$ cat config.mk
export PLATFORM = sky130hd
export DESIGN_NAME = uncached_fetch_top
export DESIGN_NICKNAME = d
export VERILOG_FILES = /design/src/fetch_map_pkg.sv /design/src/fetch_types_pkg.sv /design/src/boot_rom.sv /design/src/fetch_resp_merge.sv /design/src/fetch_target_decoder.sv /design/src/prog_buffer.sv /design/src/uncached_fetch_top.sv
export SDC_FILE = /design/constraint.sdc
export NUM_CORES = 1
export LEC_CHECK = 0
export BUFFER_PORTS_ARGS = -buffer_cell sky130_fd_sc_hd__buf_2
export CELL_PAD_IN_SITES_DETAIL_PLACEMENT = 1
export CELL_PAD_IN_SITES_GLOBAL_PLACEMENT = 2
export CORE_UTILIZATION = 40
export CTS_BUF_LIST = sky130_fd_sc_hd__clkbuf_4
export CTS_CLUSTER_DIAMETER = 40
export DETAILED_ROUTE_END_ITERATION = 10
export PLACE_DENSITY_LB_ADDON = 0.15
export SYNTH_ARGS = -nofsm -noshare
export SYNTH_HDL_FRONTEND = slang
export SYNTH_SLANG_ARGS = --single-unit
$ cat constraint.sdc
create_clock -name clk_i -period 18.3 [get_ports clk_i]
set_input_delay 2.745 -clock clk_i [delete_from_list [all_inputs] [get_ports clk_i]]
set_output_delay 2.745 -clock clk_i [all_outputs]
set_load 0.005 [all_outputs]
$ cat src/boot_rom.hex
// One 128-bit boot line per row, 32 hex digits, word 0 in the rightmost 8 digits
000002970002829330529073f1402573
0010051300a51513000005930005a023
0ff0000f000000130000001310500073
ffdff06f000000137b24107330200073
800002b70002a30300030663000300e7
00001137ff0101130011262300812423
01010413fe042623fec4278300178793
fef42623fec4270306400793fee7d6e3
00c12083008124030101011300008067
340111730011202334202573342025f3
00a1222300b124230001208334011173
30200073deadc0de13579bdf2468ace0
0badf00d000000130000001300000013
0c0ffee05a5a5a5aa5a5a5a53c3c3c3c
11111111222222223333333344444444
fedcba98765432100f1e2d3c4b5a6978

$ cat src/fetch_map_pkg.sv
// Windows must be line aligned inside a 24-bit fetch space, and queue depth must be a power of two
package fetch_map_pkg;

    // Bus widths
    localparam int FETCH_ADDR_W  = 24;
    localparam int LINE_W        = 128;
    localparam int LINE_OFFSET_W = 4;   // Byte offset inside a line, ignored on fetch

    // Boot ROM window, 16 lines
    localparam logic [FETCH_ADDR_W-1:0] BROM_BASE = 24'h000100;
    localparam logic [FETCH_ADDR_W-1:0] BROM_END  = 24'h0001FF;
    localparam int BROM_LINES = 16;
    localparam int BROM_IDX_W = $clog2(BROM_LINES);

    // Debug program buffer window, 2 lines of 4 words each
    localparam logic [FETCH_ADDR_W-1:0] PROGBUF_BASE = 24'h000800;
    localparam logic [FETCH_ADDR_W-1:0] PROGBUF_END  = 24'h00081F;
    localparam int PROGBUF_WORDS      = 8;
    localparam int PROGBUF_WORD_W     = 32;
    localparam int PROGBUF_IDX_W      = $clog2(PROGBUF_WORDS);
    localparam int WORDS_PER_LINE     = LINE_W / PROGBUF_WORD_W;
    localparam int PROGBUF_LINES      = PROGBUF_WORDS / WORDS_PER_LINE;
    localparam int PROGBUF_LINE_IDX_W = (PROGBUF_LINES > 1) ? $clog2(PROGBUF_LINES) : 1;

    // Refill path from L2
    localparam int REFILL_DEPTH = 2;    // Also the initial credit count held by L2
    localparam int REFILL_PTR_W = (REFILL_DEPTH > 1) ? $clog2(REFILL_DEPTH) : 1;
    localparam int REFILL_CNT_W = $clog2(REFILL_DEPTH + 1);
    localparam int BEAT_W       = 2;

    // Boot image, one 128-bit hex line per ROM line
    localparam string BROM_FILE = "/design/src/boot_rom.hex";

endpackage

$ cat src/fetch_types_pkg.sv
// Valid is the top bit of every struct; layouts are fixed by the widths in the map package
package fetch_types_pkg;

    import fetch_map_pkg::*;

    // Where an uncached fetch goes
    typedef enum logic [1:0] {
        TGT_NONE    = 2'b00,
        TGT_BROM    = 2'b01,
        TGT_PROGBUF = 2'b10
    } fetch_target_e;

    typedef struct packed {
        logic                    valid;
        logic [FETCH_ADDR_W-1:0] addr;
    } fetch_req_t;

    // Line from one uncached target
    typedef struct packed {
        logic              valid;
        logic [LINE_W-1:0] data;
    } line_resp_t;

    // Towards the core, beat 0 for uncached lines
    typedef struct packed {
        logic              valid;
        logic [LINE_W-1:0] data;
        logic [BEAT_W-1:0] beat;
    } core_resp_t;

    typedef struct packed {
        logic              valid;
        logic [LINE_W-1:0] data;
        logic [BEAT_W-1:0] beat;
    } refill_beat_t;

    // Debug side word write
    typedef struct packed {
        logic                      we;
        logic [PROGBUF_IDX_W-1:0]  idx;
        logic [PROGBUF_WORD_W-1:0] data;
    } progbuf_wr_t;

endpackage

$ cat src/boot_rom.sv
// Contents come from the boot image at simulation start or FPGA bitstream load; no write path
`timescale 1ns/1ps

module boot_rom
    import fetch_map_pkg::*, fetch_types_pkg::*;
(
    input  logic       clk_i,
    input  logic       sargantana_rstn,
    input  fetch_req_t brom_req_i,
    output line_resp_t brom_resp_o
);

    logic [LINE_W-1:0]       rom_mem [BROM_LINES];
    logic [FETCH_ADDR_W-1:0] rom_offset;
    logic [BROM_IDX_W-1:0]   line_idx;
    logic                    resp_valid_q;
    logic [LINE_W-1:0]       resp_data_q;

    initial begin
        $readmemh(BROM_FILE, rom_mem);
    end

    assign rom_offset = brom_req_i.addr - BROM_BASE;
    assign line_idx   = rom_offset[LINE_OFFSET_W +: BROM_IDX_W]; // Drop byte offset

    always_ff @(posedge clk_i, negedge sargantana_rstn) begin
        if (~sargantana_rstn) begin
            resp_valid_q <= 1'b0;
        end else begin
            resp_valid_q <= brom_req_i.valid;
        end
    end

    // Line register, only loaded on an accepted request
    always_ff @(posedge clk_i) begin
        if (brom_req_i.valid) begin
            resp_data_q <= rom_mem[line_idx];
        end
    end

    assign brom_resp_o.valid = resp_valid_q;
    assign brom_resp_o.data  = resp_data_q;

endmodule

$ cat src/fetch_resp_merge.sv
// L2 must not send a beat without a credit; only one uncached target may respond per cycle
`timescale 1ns/1ps

module fetch_resp_merge
    import fetch_map_pkg::*, fetch_types_pkg::*;
(
    input  logic         clk_i,
    input  logic         sargantana_rstn,
    input  line_resp_t   brom_resp_i,
    input  line_resp_t   progbuf_resp_i,
    input  refill_beat_t refill_i,
    output logic         refill_credit_o,
    output core_resp_t   core_resp_o
);

    logic                    uc_valid;
    logic [LINE_W-1:0]       uc_data;
    logic [LINE_W-1:0]       q_data [REFILL_DEPTH];
    logic [BEAT_W-1:0]       q_beat [REFILL_DEPTH];
    logic [REFILL_PTR_W-1:0] wr_ptr_q;
    logic [REFILL_PTR_W-1:0] rd_ptr_q;
    logic [REFILL_CNT_W-1:0] count_q;
    logic                    q_empty;
    logic                    push;
    logic                    pop;
    logic                    bypass;
    logic                    credit_q;

    function automatic logic [REFILL_PTR_W-1:0] next_ptr(input logic [REFILL_PTR_W-1:0] ptr);
        if (ptr == REFILL_PTR_W'(REFILL_DEPTH - 1)) begin
            return '0;
        end
        return ptr + 1'b1;
    endfunction

    // Decoder guarantees at most one uncached valid
    assign uc_valid = brom_resp_i.valid | progbuf_resp_i.valid;
    assign uc_data  = brom_resp_i.valid ? brom_resp_i.data : progbuf_resp_i.data;

    assign q_empty = (count_q == '0);
    assign pop     = !uc_valid && !q_empty;
    assign bypass  = !uc_valid && q_empty && refill_i.valid; // Straight through
    assign push    = refill_i.valid && !bypass;             // Collision or older beats waiting

    // Uncached line wins, then queue head, then a fresh beat
    always_comb begin
        if (uc_valid) begin
            core_resp_o = '{valid: 1'b1, data: uc_data, beat: '0};
        end else if (!q_empty) begin
            core_resp_o = '{valid: 1'b1, data: q_data[rd_ptr_q], beat: q_beat[rd_ptr_q]};
        end else begin
            core_resp_o = '{valid: refill_i.valid, data: refill_i.data, beat: refill_i.beat};
        end
    end

    always_ff @(posedge clk_i, negedge sargantana_rstn) begin
        if (~sargantana_rstn) begin
            wr_ptr_q <= '0;
            rd_ptr_q <= '0;
            count_q  <= '0;
            credit_q <= 1'b0;
        end else begin
            if (push) wr_ptr_q <= next_ptr(wr_ptr_q);
            if (pop) rd_ptr_q <= next_ptr(rd_ptr_q);
            count_q  <= count_q + REFILL_CNT_W'(push) - REFILL_CNT_W'(pop);
            credit_q <= pop | bypass; // One credit per beat delivered
        end
    end

    // Queue storage
    always_ff @(posedge clk_i) begin
        if (push) begin
            q_data[wr_ptr_q] <= refill_i.data;
            q_beat[wr_ptr_q] <= refill_i.beat;
        end
    end

    assign refill_credit_o = credit_q;

endmodule

$ cat src/fetch_target_decoder.sv
// Purely combinational; ready follows the address only, so an unmapped request must be withdrawn
`timescale 1ns/1ps

module fetch_target_decoder
    import fetch_map_pkg::*, fetch_types_pkg::*;
(
    input  fetch_req_t fetch_req_i,
    output logic       fetch_ready_o,
    output fetch_req_t brom_req_o,
    output fetch_req_t progbuf_req_o
);

    fetch_target_e target;
    logic          in_brom;
    logic          in_progbuf;

    // Window checks, both bounds inclusive
    assign in_brom    = (fetch_req_i.addr >= BROM_BASE) && (fetch_req_i.addr <= BROM_END);
    assign in_progbuf = (fetch_req_i.addr >= PROGBUF_BASE) && (fetch_req_i.addr <= PROGBUF_END);

    always_comb begin
        if (in_brom) begin
            target = TGT_BROM;
        end else if (in_progbuf) begin
            target = TGT_PROGBUF;
        end else begin
            target = TGT_NONE;
        end
    end

    assign fetch_ready_o = (target != TGT_NONE);

    // Boot ROM sees the full address
    always_comb begin
        brom_req_o.valid = fetch_req_i.valid && (target == TGT_BROM);
        brom_req_o.addr  = fetch_req_i.addr;
    end

    // Program buffer works on offsets from its base
    always_comb begin
        progbuf_req_o.valid = fetch_req_i.valid && (target == TGT_PROGBUF);
        progbuf_req_o.addr  = fetch_req_i.addr - PROGBUF_BASE;
    end

endmodule

$ cat src/prog_buffer.sv
// Request address is already an offset from the buffer base; same-cycle write and read gives old data
`timescale 1ns/1ps

module prog_buffer
    import fetch_map_pkg::*, fetch_types_pkg::*;
(
    input  logic        clk_i,
    input  logic        sargantana_rstn,
    input  progbuf_wr_t progbuf_wr_i,
    input  fetch_req_t  progbuf_req_i,
    output line_resp_t  progbuf_resp_o
);

    logic [PROGBUF_WORD_W-1:0]     words_q [PROGBUF_WORDS];
    logic [PROGBUF_LINE_IDX_W-1:0] line_sel;
    logic [LINE_W-1:0]             rd_line;
    logic                          resp_valid_q;
    logic [LINE_W-1:0]             resp_data_q;

    // Debug side writes one word per cycle
    always_ff @(posedge clk_i, negedge sargantana_rstn) begin
        if (~sargantana_rstn) begin
            for (int i = 0; i < PROGBUF_WORDS; i++) begin
                words_q[i] <= '0;
            end
        end else if (progbuf_wr_i.we) begin
            words_q[progbuf_wr_i.idx] <= progbuf_wr_i.data;
        end
    end

    assign line_sel = progbuf_req_i.addr[LINE_OFFSET_W +: PROGBUF_LINE_IDX_W];

    // Gather four words, lowest word in the low bits
    always_comb begin
        for (int w = 0; w < WORDS_PER_LINE; w++) begin
            rd_line[w*PROGBUF_WORD_W +: PROGBUF_WORD_W] = words_q[line_sel*WORDS_PER_LINE + w];
        end
    end

    always_ff @(posedge clk_i, negedge sargantana_rstn) begin
        if (~sargantana_rstn) begin
            resp_valid_q <= 1'b0;
        end else begin
            resp_valid_q <= progbuf_req_i.valid;
        end
    end

    always_ff @(posedge clk_i) begin
        if (progbuf_req_i.valid) begin
            resp_data_q <= rd_line; // Samples pre-write words
        end
    end

    assign progbuf_resp_o.valid = resp_valid_q;
    assign progbuf_resp_o.data  = resp_data_q;

endmodule

$ cat src/uncached_fetch_top.sv
// Single-hart fetch path; the core takes every response, L2 paces refills by the credit pulses
`timescale 1ns/1ps

module uncached_fetch_top
    import fetch_types_pkg::*;
(
    input  logic         clk_i,
    input  logic         sargantana_rstn,
    input  fetch_req_t   fetch_req_i,
    output logic         fetch_ready_o,
    input  progbuf_wr_t  progbuf_wr_i,
    input  refill_beat_t refill_i,
    output logic         refill_credit_o,
    output core_resp_t   core_resp_o
);

    fetch_req_t brom_req;
    fetch_req_t progbuf_req;
    line_resp_t brom_resp;
    line_resp_t progbuf_resp;

    // Address decode and routing
    fetch_target_decoder u_decoder (
        .fetch_req_i   (fetch_req_i),
        .fetch_ready_o (fetch_ready_o),
        .brom_req_o    (brom_req),
        .progbuf_req_o (progbuf_req)
    );

    boot_rom u_brom (
        .clk_i           (clk_i),
        .sargantana_rstn (sargantana_rstn),
        .brom_req_i      (brom_req),
        .brom_resp_o     (brom_resp)
    );

    // Debug program buffer
    prog_buffer u_progbuf (
        .clk_i           (clk_i),
        .sargantana_rstn (sargantana_rstn),
        .progbuf_wr_i    (progbuf_wr_i),
        .progbuf_req_i   (progbuf_req),
        .progbuf_resp_o  (progbuf_resp)
    );

    // Uncached lines and icache refills into one stream
    fetch_resp_merge u_merge (
        .clk_i           (clk_i),
        .sargantana_rstn (sargantana_rstn),
        .brom_resp_i     (brom_resp),
        .progbuf_resp_i  (progbuf_resp),
        .refill_i        (refill_i),
        .refill_credit_o (refill_credit_o),
        .core_resp_o     (core_resp_o)
    );

endmodule

==> impl_metrics.json <==
{
  "die_w_um": 262,
  "vias": 17200,
  "min_path_type": "register to register",
  "maxCapViolCount": 0,
  "clkTransAtPathRegs_ps": 60,
  "rsz0062_at_grt": "false",
  "crit_path_max_incr_delay_ps": 770,
  "fin_ws_ps": 11660,
  "clock.fmax_ghz": 0.151,
  "cellLeakagePower_nw": 12.2,
  "synth_area_leader_cell": "edfxtp_1",
  "setup-tns-final_ps": 0,
  "synth_edf_count": 388,
  "cp.required_ps": 15550,
  "synth_top_area_share_pct": 43.1,
  "drtAntennaViolNets": 0,
  "drive_above_1_share_pct": 43.6,
  "initial_utilization_pct": 40.8,
  "pwr-share-seq_pct": 43.4,
  "cts_root_buffer": "clkbuf_4",
  "cp_max_fo": 73,
  "syn_area_um2": 27000,
  "area_delta_synth_final_pct": 17.5,
  "switching_share_pct": 30.9,
  "cts_tree": "built",
  "gp_congestion": 0.740,
  "totalPowerFinal_mw": 4.51,
  "syn_inst": 1851,
  "dpl_cell_area_um2": 29400,
  "via_per_inst": 5.24,
  "p_int_mw": 3.12,
  "ys_types": 33,
  "syn_area_per_cell_um2": 14.6,
  "clk_latency_ps": 970,
  "grt_pass1_wl_um": 112000,
  "die_y_um": 262,
  "slew_headroom_pct": 25.9,
  "async_reset_ff_share_pct": 40.4,
  "endpoint_kind": "primary output",
  "cts_buffers": 177,
  "synth_nets": 2047,
  "tightest_slew_ps": 1110,
  "cp-start-kind": "register",
  "fin_skew_ps": 39.0,
  "h-tree-depth": 4,
  "drt_iter0_drc": 822,
  "ctsHoldBuffers": 0,
  "synth_ff_type": "edfxtp_1",
  "overflow": 0,
  "row_count": 94,
  "status": "finished clean",
  "hold_violations": 0,
  "nNetsFinal": 2447,
  "final_area_um2": 31800,
  "yosys-top-cells-area": "edfxtp_1, dfrtp_1, mux2_2, o21ai_0, a211oi_1",
  "hpwl_um": 44900,
  "p_clk_share_pct": 29.9,
  "synth-seq-cells": 651,
  "nFillCells": 6852,
  "cp_slowest_cell": "buf_4",
  "hold-worst-slack_ps": 486,
  "p_comb_share_pct": 26.7,
  "p_switching_mw": 1.39,
  "fp.dieArea_um2": 68700,
  "track_usage_pct": 22.0,
  "yosys_warnings": 0,
  "period_needed_ps": 6640,
  "crit_top_cell": "buf_4",
  "setup_viol_count_final": 0,
  "power_density_nw_per_um2": 142,
  "cts_sinks": 651,
  "drv_slew": 0,
  "cts-resized-gates": 0,
  "critPathArrivalTime_ps": 3900,
  "postCtsSetupBuffers": 0,
  "cts_buffer_depth": 3,
  "drc_errors": 0,
  "critical_path_class": "register to primary output",
  "grt_pass1_vias": 18800,
  "antenna_found_initial": 17,
  "post-place-ws_ps": 11850,
  "fin_crit_sh_pct": 36.3,
  "ir_drop_v": 0.0000866,
  "port_buffers": 322,
  "drtPass1Iterations": 7,
  "pin_count": 327,
  "grt_start_max_net_pins": 113,
  "seq_area_frac_synth_pct": 67.4,
  "routedWlPerCell_um": 22.8,
  "core_um2": 66300,
  "wl_um": 74700,
  "path_cells": "nor2_4 > buf_4 > buf_4 > a211oi_1 > o21ai_0 > buf_2"
}
==> final timing paths <==
kind | slack (ps) | cells past startpoint | end | start
worst max-delay path | 11660 | 6 | core_resp_o[12] | u_merge.count_q[1]$_DFF_PN0_
worst min-delay path | 490 | 1 | u_progbuf.words_q[170]$_DFFE_PN0P_ | u_progbuf.words_q[170]$_DFFE_PN0P_
worst max register to register | 14240 | 5 | u_merge.q_data[0][43]$_DFFE_PP_ | u_brom.resp_valid_q$_DFF_PN0_
worst min register to register | 490 | 1 | u_progbuf.words_q[170]$_DFFE_PN0P_ | u_progbuf.words_q[170]$_DFFE_PN0P_
max in group asynchronous | 13900 | 3 | u_progbuf.words_q[204]$_DFFE_PN0P_ | sargantana_rstn
min in group asynchronous | 1810 | 1 | u_progbuf.words_q[249]$_DFFE_PN0P_ | sargantana_rstn
==> critical path: cells and delay by family (launching register included) <==
kind	cells	cell delay (ps)
buf+inv	3	1730
compound gates	2	510
flops	1	430
simple gates	1	110
==> cell usage after synthesis, drive strengths merged, types with 2 or more instances <==
cell type / count
a211oi: 130
buf: 81
clkbuf: 46
dfrtp: 263
edfxtp: 388
ha: 2
inv: 3
mux2: 384
mux2i: 2
nand2: 131
nand2b: 2
nand4: 3
nand4b: 3
nor2: 11
nor2b: 128
nor3: 2
nor3b: 3
nor4: 4
o21ai: 257
or2: 2
xnor2: 3
==> area by class of cell <==
class | instances | area (um2) | share of cell area (%)
Clock buffer | 297 | 2230 | 7.02
Multi-Input combinational cell | 1070 | 8230 | 25.9
Tap cell | 864 | 1080 | 3.40
Antenna cell | 9 | 22.5 | 0.0709
Clock inverter | 31 | 150 | 0.472
Sequential cell | 651 | 18200 | 57.4
Inverter | 3 | 11.3 | 0.0354
Timing Repair Buffer | 348 | 1820 | 5.74
==> power by group through the flow <==
stage | Combinational [mW] | Clock [mW] | Sequential [mW]
2_1_floorplan | 0.739 | 0 | 1.98
3_3_place_gp | 1.19 | 0 | 1.97
3_5_place_dp | 1.23 | 0 | 1.99
4_1_cts | 1.23 | 1.40 | 1.96
5_1_grt | 1.34 | 1.47 | 1.98
6_report | 1.21 | 1.35 | 1.96
==> cells by family after synthesis <==
group	synth area share (%)
adder cells (fa/ha/maj)	0.0925
multiplexers	16.1
AO/OA/AOI/OAI	8.38
flip-flops	67.4
AND/OR/NAND/NOR	5.60
XOR/XNOR	0.130
buffers and inverters	2.33
==> per-stage QoR <==
step	instances	util [%]
2_1_floorplan	1851	-
3_3_place_gp	2936	44.3
3_5_place_dp	2936	44.3
4_1_cts	3264	47.9
5_1_grt	3272	47.9
6_report	3273	47.9
==> cell usage in the layout, fill, tap and decap left out, types with 4 or more instances in the layout <==
cell type    n
a211oi_1   130
buf_2      320
buf_4       26
clkbuf_4   297
clkinv_1    21
clkinv_2     6
dfrtp_1    262
diode_2      9
edfxtp_1   388
mux2_1       5
mux2_2     379
nand2_1    131
nor2_1       7
nor2_4       4
nor2b_1    128
nor4_1       4
o21ai_0    220
o21ai_1     37
==> flip-flops by register name, summed over array words and instances, names as in the netlist <==
register and cells:
u_merge.rd_ptr_q 1, u_progbuf.resp_valid_q 1, u_merge.wr_ptr_q 1, u_progbuf.words_q 256, u_brom.resp_valid_q 1, u_merge.count_q 2
u_merge.q_data 256, u_merge.refill_credit_o 1, u_merge.q_beat 4, u_progbuf.resp_data_q 128
==> metal layers <==
metal / global-route usage [%] / wire [um]
met2: 35.9 / 36600
met5: 0 / 32
met1: 29.0 / 33300
met4: 8.00 / 1630
met3: 4.80 / 3200
No activity file was read; power rests on OpenSTA's default activity.
